**src/board_macros.svh**
```systemverilog
`ifndef BOARD_MACROS_SVH
`define BOARD_MACROS_SVH

// ======================================================================
// bus geometry
// ======================================================================
`define AXIL_ADDR_W       4
`define AXIL_DATA_W       32
`define AXIL_STRB_W       (`AXIL_DATA_W / 8)

// switch bank width on the board
`define SW_W              18

// ======================================================================
// register map, byte offsets
// ======================================================================
`define REG_LED_OFS       4'h0
`define REG_SWITCH_OFS    4'h4
`define REG_DIGIT_EN_OFS  4'h8
`define REG_ID_OFS        4'hC

`define BOARD_ID          32'h5EC7_0001   // returned by the ID register

// reset stretch after all conditions are clear
`define RST_HOLD_CYCLES   16
`define RST_CNT_W         4               // holds 0 .. RST_HOLD_CYCLES-1

`endif

```
**src/board_pkg.sv**
```systemverilog
`default_nettype none

package board_pkg;

    // ======================================================================
    // bus response codes
    // ======================================================================
    typedef enum logic [1:0] {
        OKAY   = 2'b00,
        SLVERR = 2'b10,   // read-only register written
        DECERR = 2'b11    // nothing mapped there
    } axil_resp_e;

    // ======================================================================
    // register select, result of the address decode
    // ======================================================================
    typedef enum logic [2:0] {
        REG_LED,
        REG_SWITCH,
        REG_DIGIT_EN,
        REG_ID,
        REG_NONE
    } gpio_reg_e;

    // reset controller FSM
    typedef enum logic [1:0] {
        HOLD,    // some condition low
        COUNT,   // all clear, stretching the release
        RUN
    } rst_state_e;

endpackage

`default_nettype wire

```
**src/reset_ctrl.sv**
```systemverilog
`timescale 1ns/1ns
`default_nettype none

`include "board_macros.svh"

module reset_ctrl (
    input  wire  clk,
    input  wire  rst_n,
    input  wire  pll_locked,
    input  wire  key0,
    output logic sys_rst_n
);

    logic [1:0]               sync_q;   // two-flop synchronizer
    logic [`RST_CNT_W-1:0]    cnt;
    board_pkg::rst_state_e    state;
    board_pkg::rst_state_e    state_nxt;

    always_ff @(posedge clk) begin
        if (!rst_n) sync_q <= 2'b00;
        else        sync_q <= {sync_q[0], pll_locked & key0};
    end

    // any low condition drops back to HOLD
    always_comb begin
        state_nxt = state;
        if (!sync_q[1]) begin
            state_nxt = board_pkg::HOLD;
        end else begin
            case (state)
                board_pkg::HOLD:  state_nxt = board_pkg::COUNT;
                board_pkg::COUNT: begin
                    if (cnt == `RST_CNT_W'(`RST_HOLD_CYCLES - 1)) state_nxt = board_pkg::RUN;
                end
                default:          state_nxt = board_pkg::RUN;
            endcase
        end
    end

    always_ff @(posedge clk) begin
        if (!rst_n) begin
            state     <= board_pkg::HOLD;
            cnt       <= '0;
            sys_rst_n <= 1'b0;
        end else begin
            state     <= state_nxt;
            sys_rst_n <= (state_nxt == board_pkg::RUN);   // high only in RUN
            if (state_nxt == board_pkg::HOLD) cnt <= '0;
            else if (state == board_pkg::HOLD) cnt <= `RST_CNT_W'(1);  // first hold cycle
            else if (state == board_pkg::COUNT) cnt <= cnt + 1'b1;
        end
    end

endmodule

`default_nettype wire

```
**src/axil_gpio_regs.sv**
```systemverilog
`timescale 1ns/1ns
`default_nettype none

`include "board_macros.svh"

module axil_gpio_regs (
    input  wire                          clk,
    input  wire                          sys_rst_n,

    // write address / data / response
    input  wire  [`AXIL_ADDR_W-1:0]      awaddr,
    input  wire                          awvalid,
    output logic                         awready,
    input  wire  [`AXIL_DATA_W-1:0]      wdata,
    input  wire  [`AXIL_STRB_W-1:0]      wstrb,
    input  wire                          wvalid,
    output logic                         wready,
    output board_pkg::axil_resp_e        bresp,
    output logic                         bvalid,
    input  wire                          bready,

    // read address / data
    input  wire  [`AXIL_ADDR_W-1:0]      araddr,
    input  wire                          arvalid,
    output logic                         arready,
    output logic [`AXIL_DATA_W-1:0]      rdata,
    output board_pkg::axil_resp_e        rresp,
    output logic                         rvalid,
    input  wire                          rready,

    // board side
    input  wire  [`SW_W-1:0]             sw,
    input  wire                          sensor_int,
    output logic [`AXIL_DATA_W-1:0]      led_reg,
    output logic [7:0]                   digit_en
);

    // ======================================================================
    // address decode
    // ======================================================================
    function automatic board_pkg::gpio_reg_e decode(input logic [`AXIL_ADDR_W-1:0] addr);
        case (addr)
            `REG_LED_OFS:      return board_pkg::REG_LED;
            `REG_SWITCH_OFS:   return board_pkg::REG_SWITCH;
            `REG_DIGIT_EN_OFS: return board_pkg::REG_DIGIT_EN;
            `REG_ID_OFS:       return board_pkg::REG_ID;
            default:           return board_pkg::REG_NONE;   // unaligned
        endcase
    endfunction

    board_pkg::gpio_reg_e       wr_sel;
    board_pkg::gpio_reg_e       rd_sel;
    board_pkg::axil_resp_e      wr_resp;
    board_pkg::axil_resp_e      rd_resp;
    logic [`AXIL_DATA_W-1:0]    rd_data;
    logic [`SW_W:0]             sw_q;       // sensor + switch sample
    logic                       wr_ready;
    logic                       wr_fire;
    logic                       rd_fire;

    assign wr_sel  = decode(awaddr);
    assign rd_sel  = decode(araddr);

    assign awready = wr_ready;   // aw and w always accepted together
    assign wready  = wr_ready;
    assign arready = !rvalid;

    assign wr_fire = wr_ready && awvalid && wvalid;
    assign rd_fire = arvalid && arready;

    // input sample, one per cycle
    always_ff @(posedge clk) begin
        sw_q <= {sensor_int, sw};
    end

    // ======================================================================
    // write path
    // ======================================================================
    always_comb begin
        case (wr_sel)
            board_pkg::REG_LED,
            board_pkg::REG_DIGIT_EN: wr_resp = board_pkg::OKAY;
            board_pkg::REG_SWITCH,
            board_pkg::REG_ID:       wr_resp = board_pkg::SLVERR;
            default:                 wr_resp = board_pkg::DECERR;
        endcase
    end

    always_ff @(posedge clk) begin
        if (!sys_rst_n) begin
            wr_ready <= 1'b0;
            bvalid   <= 1'b0;
            led_reg  <= '0;
            digit_en <= '0;
        end else begin
            // one-cycle ready pulse, held off while a response is pending
            wr_ready <= !wr_ready && awvalid && wvalid && !bvalid;
            if (wr_fire) begin
                bvalid <= 1'b1;
                if (wr_sel == board_pkg::REG_LED) begin
                    for (int i = 0; i < `AXIL_STRB_W; i++) begin
                        if (wstrb[i]) led_reg[8*i +: 8] <= wdata[8*i +: 8];
                    end
                end
                if (wr_sel == board_pkg::REG_DIGIT_EN && wstrb[0]) begin
                    digit_en <= wdata[7:0];   // upper bytes not stored
                end
            end else if (bvalid && bready) begin
                bvalid <= 1'b0;
            end
        end
    end

    always_ff @(posedge clk) begin
        if (wr_fire) bresp <= wr_resp;
    end

    // ======================================================================
    // read path
    // ======================================================================
    always_comb begin
        rd_resp = board_pkg::OKAY;
        case (rd_sel)
            board_pkg::REG_LED:      rd_data = led_reg;
            board_pkg::REG_SWITCH:   rd_data = {sw_q[`SW_W], {(`AXIL_DATA_W - `SW_W - 1){1'b0}},
                                                sw_q[`SW_W-1:0]};
            board_pkg::REG_DIGIT_EN: rd_data = {{(`AXIL_DATA_W - 8){1'b0}}, digit_en};
            board_pkg::REG_ID:       rd_data = `BOARD_ID;
            default: begin
                rd_data = '0;
                rd_resp = board_pkg::DECERR;
            end
        endcase
    end

    always_ff @(posedge clk) begin
        if (!sys_rst_n)            rvalid <= 1'b0;
        else if (rd_fire)          rvalid <= 1'b1;
        else if (rready)           rvalid <= 1'b0;   // rvalid high here, accepted
    end

    always_ff @(posedge clk) begin
        if (rd_fire) begin
            rdata <= rd_data;
            rresp <= rd_resp;
        end
    end

endmodule

`default_nettype wire

```
**src/seg7_lut_8.sv**
```systemverilog
`timescale 1ns/1ns
`default_nettype none

module seg7_lut_8 (
    input  wire  [31:0] value,
    input  wire  [7:0]  digit_en,
    output logic [6:0]  hex0,
    output logic [6:0]  hex1,
    output logic [6:0]  hex2,
    output logic [6:0]  hex3,
    output logic [6:0]  hex4,
    output logic [6:0]  hex5,
    output logic [6:0]  hex6,
    output logic [6:0]  hex7
);

    // segments gfedcba, low = lit
    function automatic logic [6:0] seg_of(input logic [3:0] nib, input logic en);
        logic [6:0] seg;
        case (nib)
            4'h0: seg = 7'b1000000;
            4'h1: seg = 7'b1111001;
            4'h2: seg = 7'b0100100;
            4'h3: seg = 7'b0110000;
            4'h4: seg = 7'b0011001;
            4'h5: seg = 7'b0010010;
            4'h6: seg = 7'b0000010;
            4'h7: seg = 7'b1111000;
            4'h8: seg = 7'b0000000;
            4'h9: seg = 7'b0010000;
            4'hA: seg = 7'b0001000;
            4'hB: seg = 7'b0000011;
            4'hC: seg = 7'b1000110;
            4'hD: seg = 7'b0100001;
            4'hE: seg = 7'b0000110;
            default: seg = 7'b0001110;   // F
        endcase
        return en ? seg : 7'b1111111;    // blank when disabled
    endfunction

    assign hex0 = seg_of(value[3:0],   digit_en[0]);
    assign hex1 = seg_of(value[7:4],   digit_en[1]);
    assign hex2 = seg_of(value[11:8],  digit_en[2]);
    assign hex3 = seg_of(value[15:12], digit_en[3]);
    assign hex4 = seg_of(value[19:16], digit_en[4]);
    assign hex5 = seg_of(value[23:20], digit_en[5]);
    assign hex6 = seg_of(value[27:24], digit_en[6]);
    assign hex7 = seg_of(value[31:28], digit_en[7]);

endmodule

`default_nettype wire

```
**src/board_top.sv**
```systemverilog
`timescale 1ns/1ns
`default_nettype none

`include "board_macros.svh"

module board_top (
    input  wire                          clk,
    input  wire                          rst_n,
    input  wire                          pll_locked,
    input  wire  [3:0]                   key,        // key[0] is the reset button
    input  wire  [`SW_W-1:0]             sw,
    input  wire                          sensor_int,

    // AXI4-Lite slave port
    input  wire  [`AXIL_ADDR_W-1:0]      awaddr,
    input  wire                          awvalid,
    output logic                         awready,
    input  wire  [`AXIL_DATA_W-1:0]      wdata,
    input  wire  [`AXIL_STRB_W-1:0]      wstrb,
    input  wire                          wvalid,
    output logic                         wready,
    output board_pkg::axil_resp_e        bresp,
    output logic                         bvalid,
    input  wire                          bready,
    input  wire  [`AXIL_ADDR_W-1:0]      araddr,
    input  wire                          arvalid,
    output logic                         arready,
    output logic [`AXIL_DATA_W-1:0]      rdata,
    output board_pkg::axil_resp_e        rresp,
    output logic                         rvalid,
    input  wire                          rready,

    // board outputs
    output logic [17:0]                  ledr,
    output logic [8:0]                   ledg,
    output logic [6:0]                   hex0,
    output logic [6:0]                   hex1,
    output logic [6:0]                   hex2,
    output logic [6:0]                   hex3,
    output logic [6:0]                   hex4,
    output logic [6:0]                   hex5,
    output logic [6:0]                   hex6,
    output logic [6:0]                   hex7,
    output logic                         enet_rst_n
);

    logic                        sys_rst_n;
    logic [`AXIL_DATA_W-1:0]     led_reg;
    logic [7:0]                  digit_en;

    // ======================================================================
    // reset, register block, display
    // ======================================================================
    reset_ctrl u_reset_ctrl (
        .clk        (clk),
        .rst_n      (rst_n),
        .pll_locked (pll_locked),
        .key0       (key[0]),
        .sys_rst_n  (sys_rst_n)
    );

    axil_gpio_regs u_regs (
        .clk        (clk),
        .sys_rst_n  (sys_rst_n),
        .awaddr     (awaddr),
        .awvalid    (awvalid),
        .awready    (awready),
        .wdata      (wdata),
        .wstrb      (wstrb),
        .wvalid     (wvalid),
        .wready     (wready),
        .bresp      (bresp),
        .bvalid     (bvalid),
        .bready     (bready),
        .araddr     (araddr),
        .arvalid    (arvalid),
        .arready    (arready),
        .rdata      (rdata),
        .rresp      (rresp),
        .rvalid     (rvalid),
        .rready     (rready),
        .sw         (sw),
        .sensor_int (sensor_int),
        .led_reg    (led_reg),
        .digit_en   (digit_en)
    );

    seg7_lut_8 u_segs (
        .value    (led_reg),
        .digit_en (digit_en),
        .hex0     (hex0),
        .hex1     (hex1),
        .hex2     (hex2),
        .hex3     (hex3),
        .hex4     (hex4),
        .hex5     (hex5),
        .hex6     (hex6),
        .hex7     (hex7)
    );

    assign {ledr, ledg} = led_reg[26:0];   // green bank in the low bits
    assign enet_rst_n   = sys_rst_n;       // phy held with the rest of the board

endmodule

`default_nettype wire

```
**config.mk**
```make
export PLATFORM = sky130hd
export DESIGN_NAME = board_top
export DESIGN_NICKNAME = d
export VERILOG_FILES = /design/src/board_pkg.sv /design/src/reset_ctrl.sv /design/src/axil_gpio_regs.sv /design/src/seg7_lut_8.sv /design/src/board_top.sv
export VERILOG_INCLUDE_DIRS = /design/src /design/src/src
export SDC_FILE = /design/constraint.sdc
export NUM_CORES = 1
export LEC_CHECK = 0
export BUFFER_PORTS_ARGS = -buffer_cell sky130_fd_sc_hd__buf_4
export CORE_MARGIN = 2
export CORE_UTILIZATION = 48
export DETAILED_ROUTE_END_ITERATION = 6
export HOLD_SLACK_MARGIN = 0.02
export PLACE_DENSITY = 0.76
export SLEW_MARGIN = 40
export SYNTH_ARGS = -nofsm -noshare
export SYNTH_HDL_FRONTEND = slang
export SYNTH_SLANG_ARGS = --single-unit
```
**constraint.sdc**
```tcl
create_clock -name clk -period 2.4 [get_ports clk]
set_input_delay 0.24 -clock clk [delete_from_list [all_inputs] [get_ports clk]]
set_output_delay 0.24 -clock clk [all_outputs]
set_load 0.01 [all_outputs]
```
==> impl_metrics.py, run 1 <==
metrics = {
    "run_status": {
        "outcome": "complete, no violations",
    },
    "die": {
        "core-area_um2": 16000,
        "dieArea_um2": 17500,
        "ios": 200,
        "die_w_um": 132,
        "rows": 46,
        "fp.dieH_um": 132,
        "start_util": 0.494,
    },
    "placement": {
        "port_buffers": 196,
        "gp_congestion": 0.868,
        "dp_hpwl_um": 15300,
        "postPlaceCellArea_um2": 10100,
        "numPlacedInstances": 1201,
    },
    "synthesis": {
        "synth_ff_type": "dfxtp_1",
        "synth_area_um2": 7900,
        "yosys_warnings": 0,
        "synthDistinctLibCells": 59,
        "syn-num-nets": 884,
        "ys_seq_area_frac": 0.455,
        "syn_inst": 760,
        "ys_ff_latch": 162,
        "syn_area_per_cell_um2": 10.4,
        "synth-async-reset-ratio": 0,
        "synth-edff-count": 35,
    },
    "clock_tree": {
        "clk_pin_slew_ns": 0.06,
        "cts.sinks": 162,
        "ctsHtreeMaxLevel": 4,
        "cts_buffers": 17,
        "clockBufferDepth": 2,
        "cts_tree": "yes",
        "cts_root_buf": "clkbuf_16",
        "clkLatencyLatePin_ns": 0.42,
    },
    "sta": {
        "finalCritPeriodShare": 0.947,
        "fmax_mhz": 440,
        "fin_skew_ns": 0.00654,
        "final_hold_viol_count": 0,
        "slew_violations": 0,
        "rsz0062_at_grt": "false",
        "hold_ws_ns": 0.0374,
        "slew_headroom": 0.492,
        "worst-slew-pin-transition_ns": 0.762,
        "fin_crit_ns": 2.27,
        "setup_viol": 0,
    },
    "drt": {
        "routed_via_density": 5.14,
        "ant_nets": 0,
        "drtIter0Drc": 482,
        "via_count": 6458,
        "drcViolationCount": 0,
        "wire_per_inst_um": 16.4,
        "wirelength_um": 20600,
        "first_pass_iters": 5,
    },
    "grt": {
        "gr-usage-met2": 0.393,
        "grt_pass1_wl_um": 32100,
        "grt_pass1_vias": 6243,
        "grt.overflow.total": 0,
        "grt_use_met1": 0.294,
        "grt_util_met3": 0.0492,
        "track_usage": 0.234,
        "grt.busiest_layer": "met2",
        "grt_max_degree": 25,
        "antenna_found_initial": 0,
    },
    "critical_path": {
        "critPathBufInv": 3,
        "crit_start": "u_regs.awready",
        "cp-start-kind": "flop",
        "path_max_fanout": 7,
        "end_kind": "flop",
        "cpLargestDelayFamily": "multiplexers",
        "slowest_stage": "mux4_2",
        "worstSetupPathType": "reg2reg",
        "r2r_start": "u_regs.awready",
        "worstPathCellList": "nand3_4 > buf_4 > nor3_4 > buf_12 > nand2_1 > a21oi_2 > inv_1 > ha_1 > mux4_2",
        "crit_arrival_ns": 2.57,
        "slowest_delay_ns": 0.46,
        "required_ns": 2.70,
    },
    "pwr": {
        "power_density_nw_per_um2": 529,
        "power_mw": 5.75,
        "switching_share": 0.216,
        "seqPwrFrac": 0.493,
        "ir_worst_vdd_v": 0.000498,
        "power.leakage_nw": 4.50,
        "clkPwrFrac": 0.455,
        "combPwrFrac": 0.052,
        "p_int_mw": 4.51,
        "switchingPower_mw": 1.24,
    },
    "final_layout": {
        "areaGrowthSynthToFinish_pct": 37.6,
        "final_area_um2": 10900,
        "drive_above_1_share": 0.359,
        "fillers": 1257,
        "fin_cells": 1256,
        "layout.nets": 1151,
        "diodes": 0,
    },
    "job": {
        "max-cap-violations": 0,
    },
    "worst_hold_path": {
        "hp-class": "in2reg",
        "min_from": "rst_n",
    },
}
## routing by layer
metal / vias to the layer above / wire (µm)
li1: 3186 / -
met4: 0 / 532
met3: 43 / 1110
met5: - / 0
met2: 217 / 10100
met1: 3012 / 8940
## synth_stat cells, drive strengths merged, types with 2 or more instances
master | number | area, µm²
a211oi | 3 | 22.5
nand3 | 11 | 55.1
o32ai | 3 | 26.3
nand2b | 68 | 425
or3b | 8 | 70.1
or2 | 8 | 50.1
nor2b | 8 | 50.1
dfxtp | 127 | 2540
buf | 56 | 394
nand4 | 15 | 93.8
o22ai | 17 | 106
xor2 | 7 | 61.3
o2bb2ai | 14 | 123
o31ai | 14 | 120
and3 | 7 | 43.8
inv | 35 | 131
mux2 | 15 | 184
nand2 | 35 | 131
ha | 49 | 613
a32o | 6 | 60.1
o21a | 2 | 15.0
o21ai | 7 | 35.0
clkbuf | 10 | 37.5
a21oi | 52 | 260
nor3 | 4 | 31.3
mux2i | 55 | 551
nor4 | 2 | 18.8
edfxtp | 35 | 1050
nor2 | 58 | 233
o221a | 7 | 78.8
mux4 | 8 | 180
## power groups by stage
stage | combinational, mW | sequential, mW | clock, mW
global route | 0.313 | 2.84 | 2.79
CTS | 0.295 | 2.84 | 2.67
global placement | 0.267 | 2.90 | 0
floorplan | 0.0751 | 2.91 | 0
finish | 0.297 | 2.84 | 2.62
detailed placement | 0.268 | 2.90 | 0
## layout make-up
cell class,count,area (µm²),area share
clock buffers,19,433,0.0398
repair buffers,314,2460,0.226
clock inverters,13,136,0.0125
flip-flops and latches,162,3590,0.331
well taps,216,270,0.0249
multi-input cells,496,3850,0.354
inverters,36,138,0.0127
## layout by cell type, fill, tap and decap left out, drive strengths merged, types with 2 or more instances in the layout
cell / netlist / routed
dlygate4sd3: 0 / 20
mux2: 15 / 15
buf: 56 / 294
nor3: 4 / 4
clkinv: 1 / 8
inv: 35 / 36
o21a: 2 / 2
clkbuf: 10 / 19
nor2: 58 / 58
bufinv: 0 / 2
o32ai: 3 / 3
dfxtp: 127 / 127
nand4: 15 / 15
o21ai: 7 / 7
or2: 8 / 8
nand3: 11 / 11
ha: 49 / 49
o221a: 7 / 7
o22ai: 17 / 17
a211oi: 3 / 3
o2bb2ai: 14 / 14
o31ai: 14 / 14
a32o: 6 / 6
a21oi: 52 / 52
mux2i: 55 / 55
mux4: 8 / 8
nor4: 2 / 2
edfxtp: 35 / 35
and3: 7 / 7
nor2b: 8 / 8
xor2: 7 / 7
clkinvlp: 0 / 3
nand2b: 68 / 68
nand2: 35 / 35
or3b: 8 / 8
## kinds of logic after synthesis
group           synth area share
simple gates               0.158
flops                      0.455
compound gates             0.114
fa+ha+maj                 0.0776
xor+xnor                 0.00776
mux                        0.116
buf+inv                   0.0717
## metrics by stage
step                      setup WS [ns]  TNS, ns   util
after floorplan                  -0.114   -0.291      -
after global placement           -0.150    -2.20  0.629
after global routing             0.0283        0  0.680
final                             0.128        0  0.680
after CTS                        0.0333        0  0.678
after detailed placement         -0.196    -3.09  0.629
## final timing paths
check | endpoint | slack, ns | depth (start not counted)
worst max-delay path | flop | 0.13 | 9
worst min-delay path | u_reset_ctrl.sync_q[1] | 0.04 | 2
worst max register to register | flop | 0.13 | 9
worst min register to register | u_reset_ctrl.sync_q[1] | 0.43 | 1
## what timing repair did
| item | in CTS | in global routing |
|---|---|---|
| pin swaps | 0 | 1 |
| buffers inserted | 0 | 3 |
| resized for setup | 1 | 2 |
| cloned | 0 | 0 |
| hold buffers | 20 | 0 |
| endpoints found under the hold margin | 20 | 0 |
| setup endpoints to repair | 1 | 10 |
(Power assumes the default switching activity.)
==> inputs of run 2 (changes only) <==
- CORE_UTILIZATION: 48 -> 42
- PLACE_DENSITY: 0.76 -> 0.68
==> impl_metrics.py, run 2 (synthesized netlist as in run 1, its figures left out) <==
metrics = {
    "sta": {
        "finalCritPeriodShare": 0.952,
        "slew_violations": 0,
        "worst_slack_ns": 0.115,
        "rsz0062_at_grt": "false",
        "fin_crit_ns": 2.29,
        "setup_viol": 0,
        "slew_headroom": 0.463,
        "worst-slew-pin-transition_ns": 0.805,
        "final_hold_viol_count": 0,
        "hold_ws_ns": 0.0519,
        "finalSetupTns_ns": 0,
        "fmax_mhz": 438,
        "fin_skew_ns": 0.00842,
    },
    "placement": {
        "dp_slack_ns": -0.174,
        "numPlacedInstances": 1209,
        "gp_congestion": 0.878,
        "dp_hpwl_um": 15600,
        "postPlaceCellArea_um2": 10000,
        "port_buffers": 196,
    },
    "worst_hold_path": {
        "hp-class": "in2reg",
        "min_path_cells": 2,
    },
    "drt": {
        "ant_nets": 0,
        "dr_wl_met3_um": 1250,
        "routed_via_density": 5.04,
        "wire_per_inst_um": 16.4,
        "drt-met1-wl_um": 8990,
        "first_pass_iters": 4,
        "drcViolationCount": 0,
        "drtIter0Drc": 269,
        "top_layer": "met4",
        "wl_met2_um": 10200,
        "via_count": 6373,
        "wirelength_um": 20700,
    },
    "die": {
        "rows": 50,
        "start_util": 0.425,
        "core-area_um2": 18600,
        "die_w_um": 141,
        "dieArea_um2": 19900,
        "ios": 200,
        "fp.dieH_um": 141,
    },
    "critical_path": {
        "path_max_fanout": 9,
        "r2r.worst_path.cells": 8,
        "required_ns": 2.70,
        "crit_arrival_ns": 2.58,
        "cp-start-kind": "flop",
        "end_kind": "flop",
        "worstSetupPathType": "reg2reg",
    },
    "clock_tree": {
        "cts.sinks": 162,
        "ctsHtreeMaxLevel": 4,
        "clkLatencyLatePin_ns": 0.42,
        "cts_tree": "yes",
        "clockBufferDepth": 2,
        "clk_pin_slew_ns": 0.06,
        "cts_root_buf": "clkbuf_16",
        "cts_buffers": 17,
    },
    "pwr": {
        "ir_worst_vdd_v": 0.000464,
        "power_density_nw_per_um2": 537,
        "power_mw": 5.84,
        "power.leakage_nw": 4.47,
    },
    "grt": {
        "grt.overflow.total": 0,
        "grt_pass1_vias": 6085,
        "grt_max_degree": 31,
        "antenna_found_initial": 0,
        "grt_pass1_wl_um": 32000,
        "track_usage": 0.206,
    },
    "final_layout": {
        "areaGrowthSynthToFinish_pct": 37.7,
        "multi_input_area_um2": 3870,
        "final_area_um2": 10900,
        "fillers": 1600,
        "finalCoreUtilization": 0.586,
        "diodes": 0,
        "final_common_cell": "buf_4",
        "drive_above_1_share": 0.354,
        "layout.nets": 1141,
        "fin_cells": 1264,
        "layout_common_cells": "buf_4, dfxtp_1, nand2b_1",
        "seq_area_um2": 3590,
    },
    "run_status": {
        "outcome": "complete, no violations",
    },
    "job": {
        "max-cap-violations": 0,
    },
}
[run 2: cell types whose count changed in the layout (fill, tap and decap cells not counted), sizes merged]
| cell | delta |
|---|---|
| bufinv | +1 |
| buf | -11 |
| clkinv | +1 |
| inv | -1 |
| clkbuf | -1 |
| dlygate4sd3 | +1 |
[run 2: routing by layer]
layer	track usage	vias to the layer above
met5	0	-
met4	0.0600	0
met3	0.0625	18
li1	-	3173
met1	0.258	3017
met2	0.346	165
[run 2: path summary, 6_finish.rpt]
kind / endpoint / slack (ns) / from
max: flop / 0.11 / u_regs.awready
min: u_reset_ctrl.sync_q[0] / 0.05 / key[0]
max reg2reg: flop / 0.11 / u_regs.awready
min reg2reg: u_reset_ctrl.sync_q[1] / 0.44 / u_reset_ctrl.sync_q[0]
[run 2: where the power goes]
group          total (mW)  internal (mW)  switching, mW
Sequential           2.84           2.82         0.0154
Clock                2.72           1.63           1.09
Combinational       0.290          0.158          0.132
[run 2: final cells by class]
type / count / share of cell area
multi-input combinational: 496 / 0.355
sequential: 162 / 0.330
tap: 234 / 0.0269
inverter: 36 / 0.0129
timing repair buffer: 304 / 0.220
clock buffer: 18 / 0.0394
clock inverter: 14 / 0.0152
[run 2: critical path, stage by stage, from the launching register on]
cell	delay, ns
dfxtp_2	0.37
nand3_4	0.13
buf_4	0.22
nor3_4	0.20
buf_12	0.15
mux2i_4	0.25
inv_2	0.08
ha_1	0.31
mux4_2	0.45
[run 2: timing repair]
| item | CTS | global route |
|---|---|---|
| setup buffers | 0 | 2 |
| gates resized for setup | 1 | 5 |
| setup endpoints to repair | 4 | 16 |
| pin swaps | 0 | 1 |
| hold buffers | 21 | 0 |
| endpoints found under the hold margin | 21 | 0 |
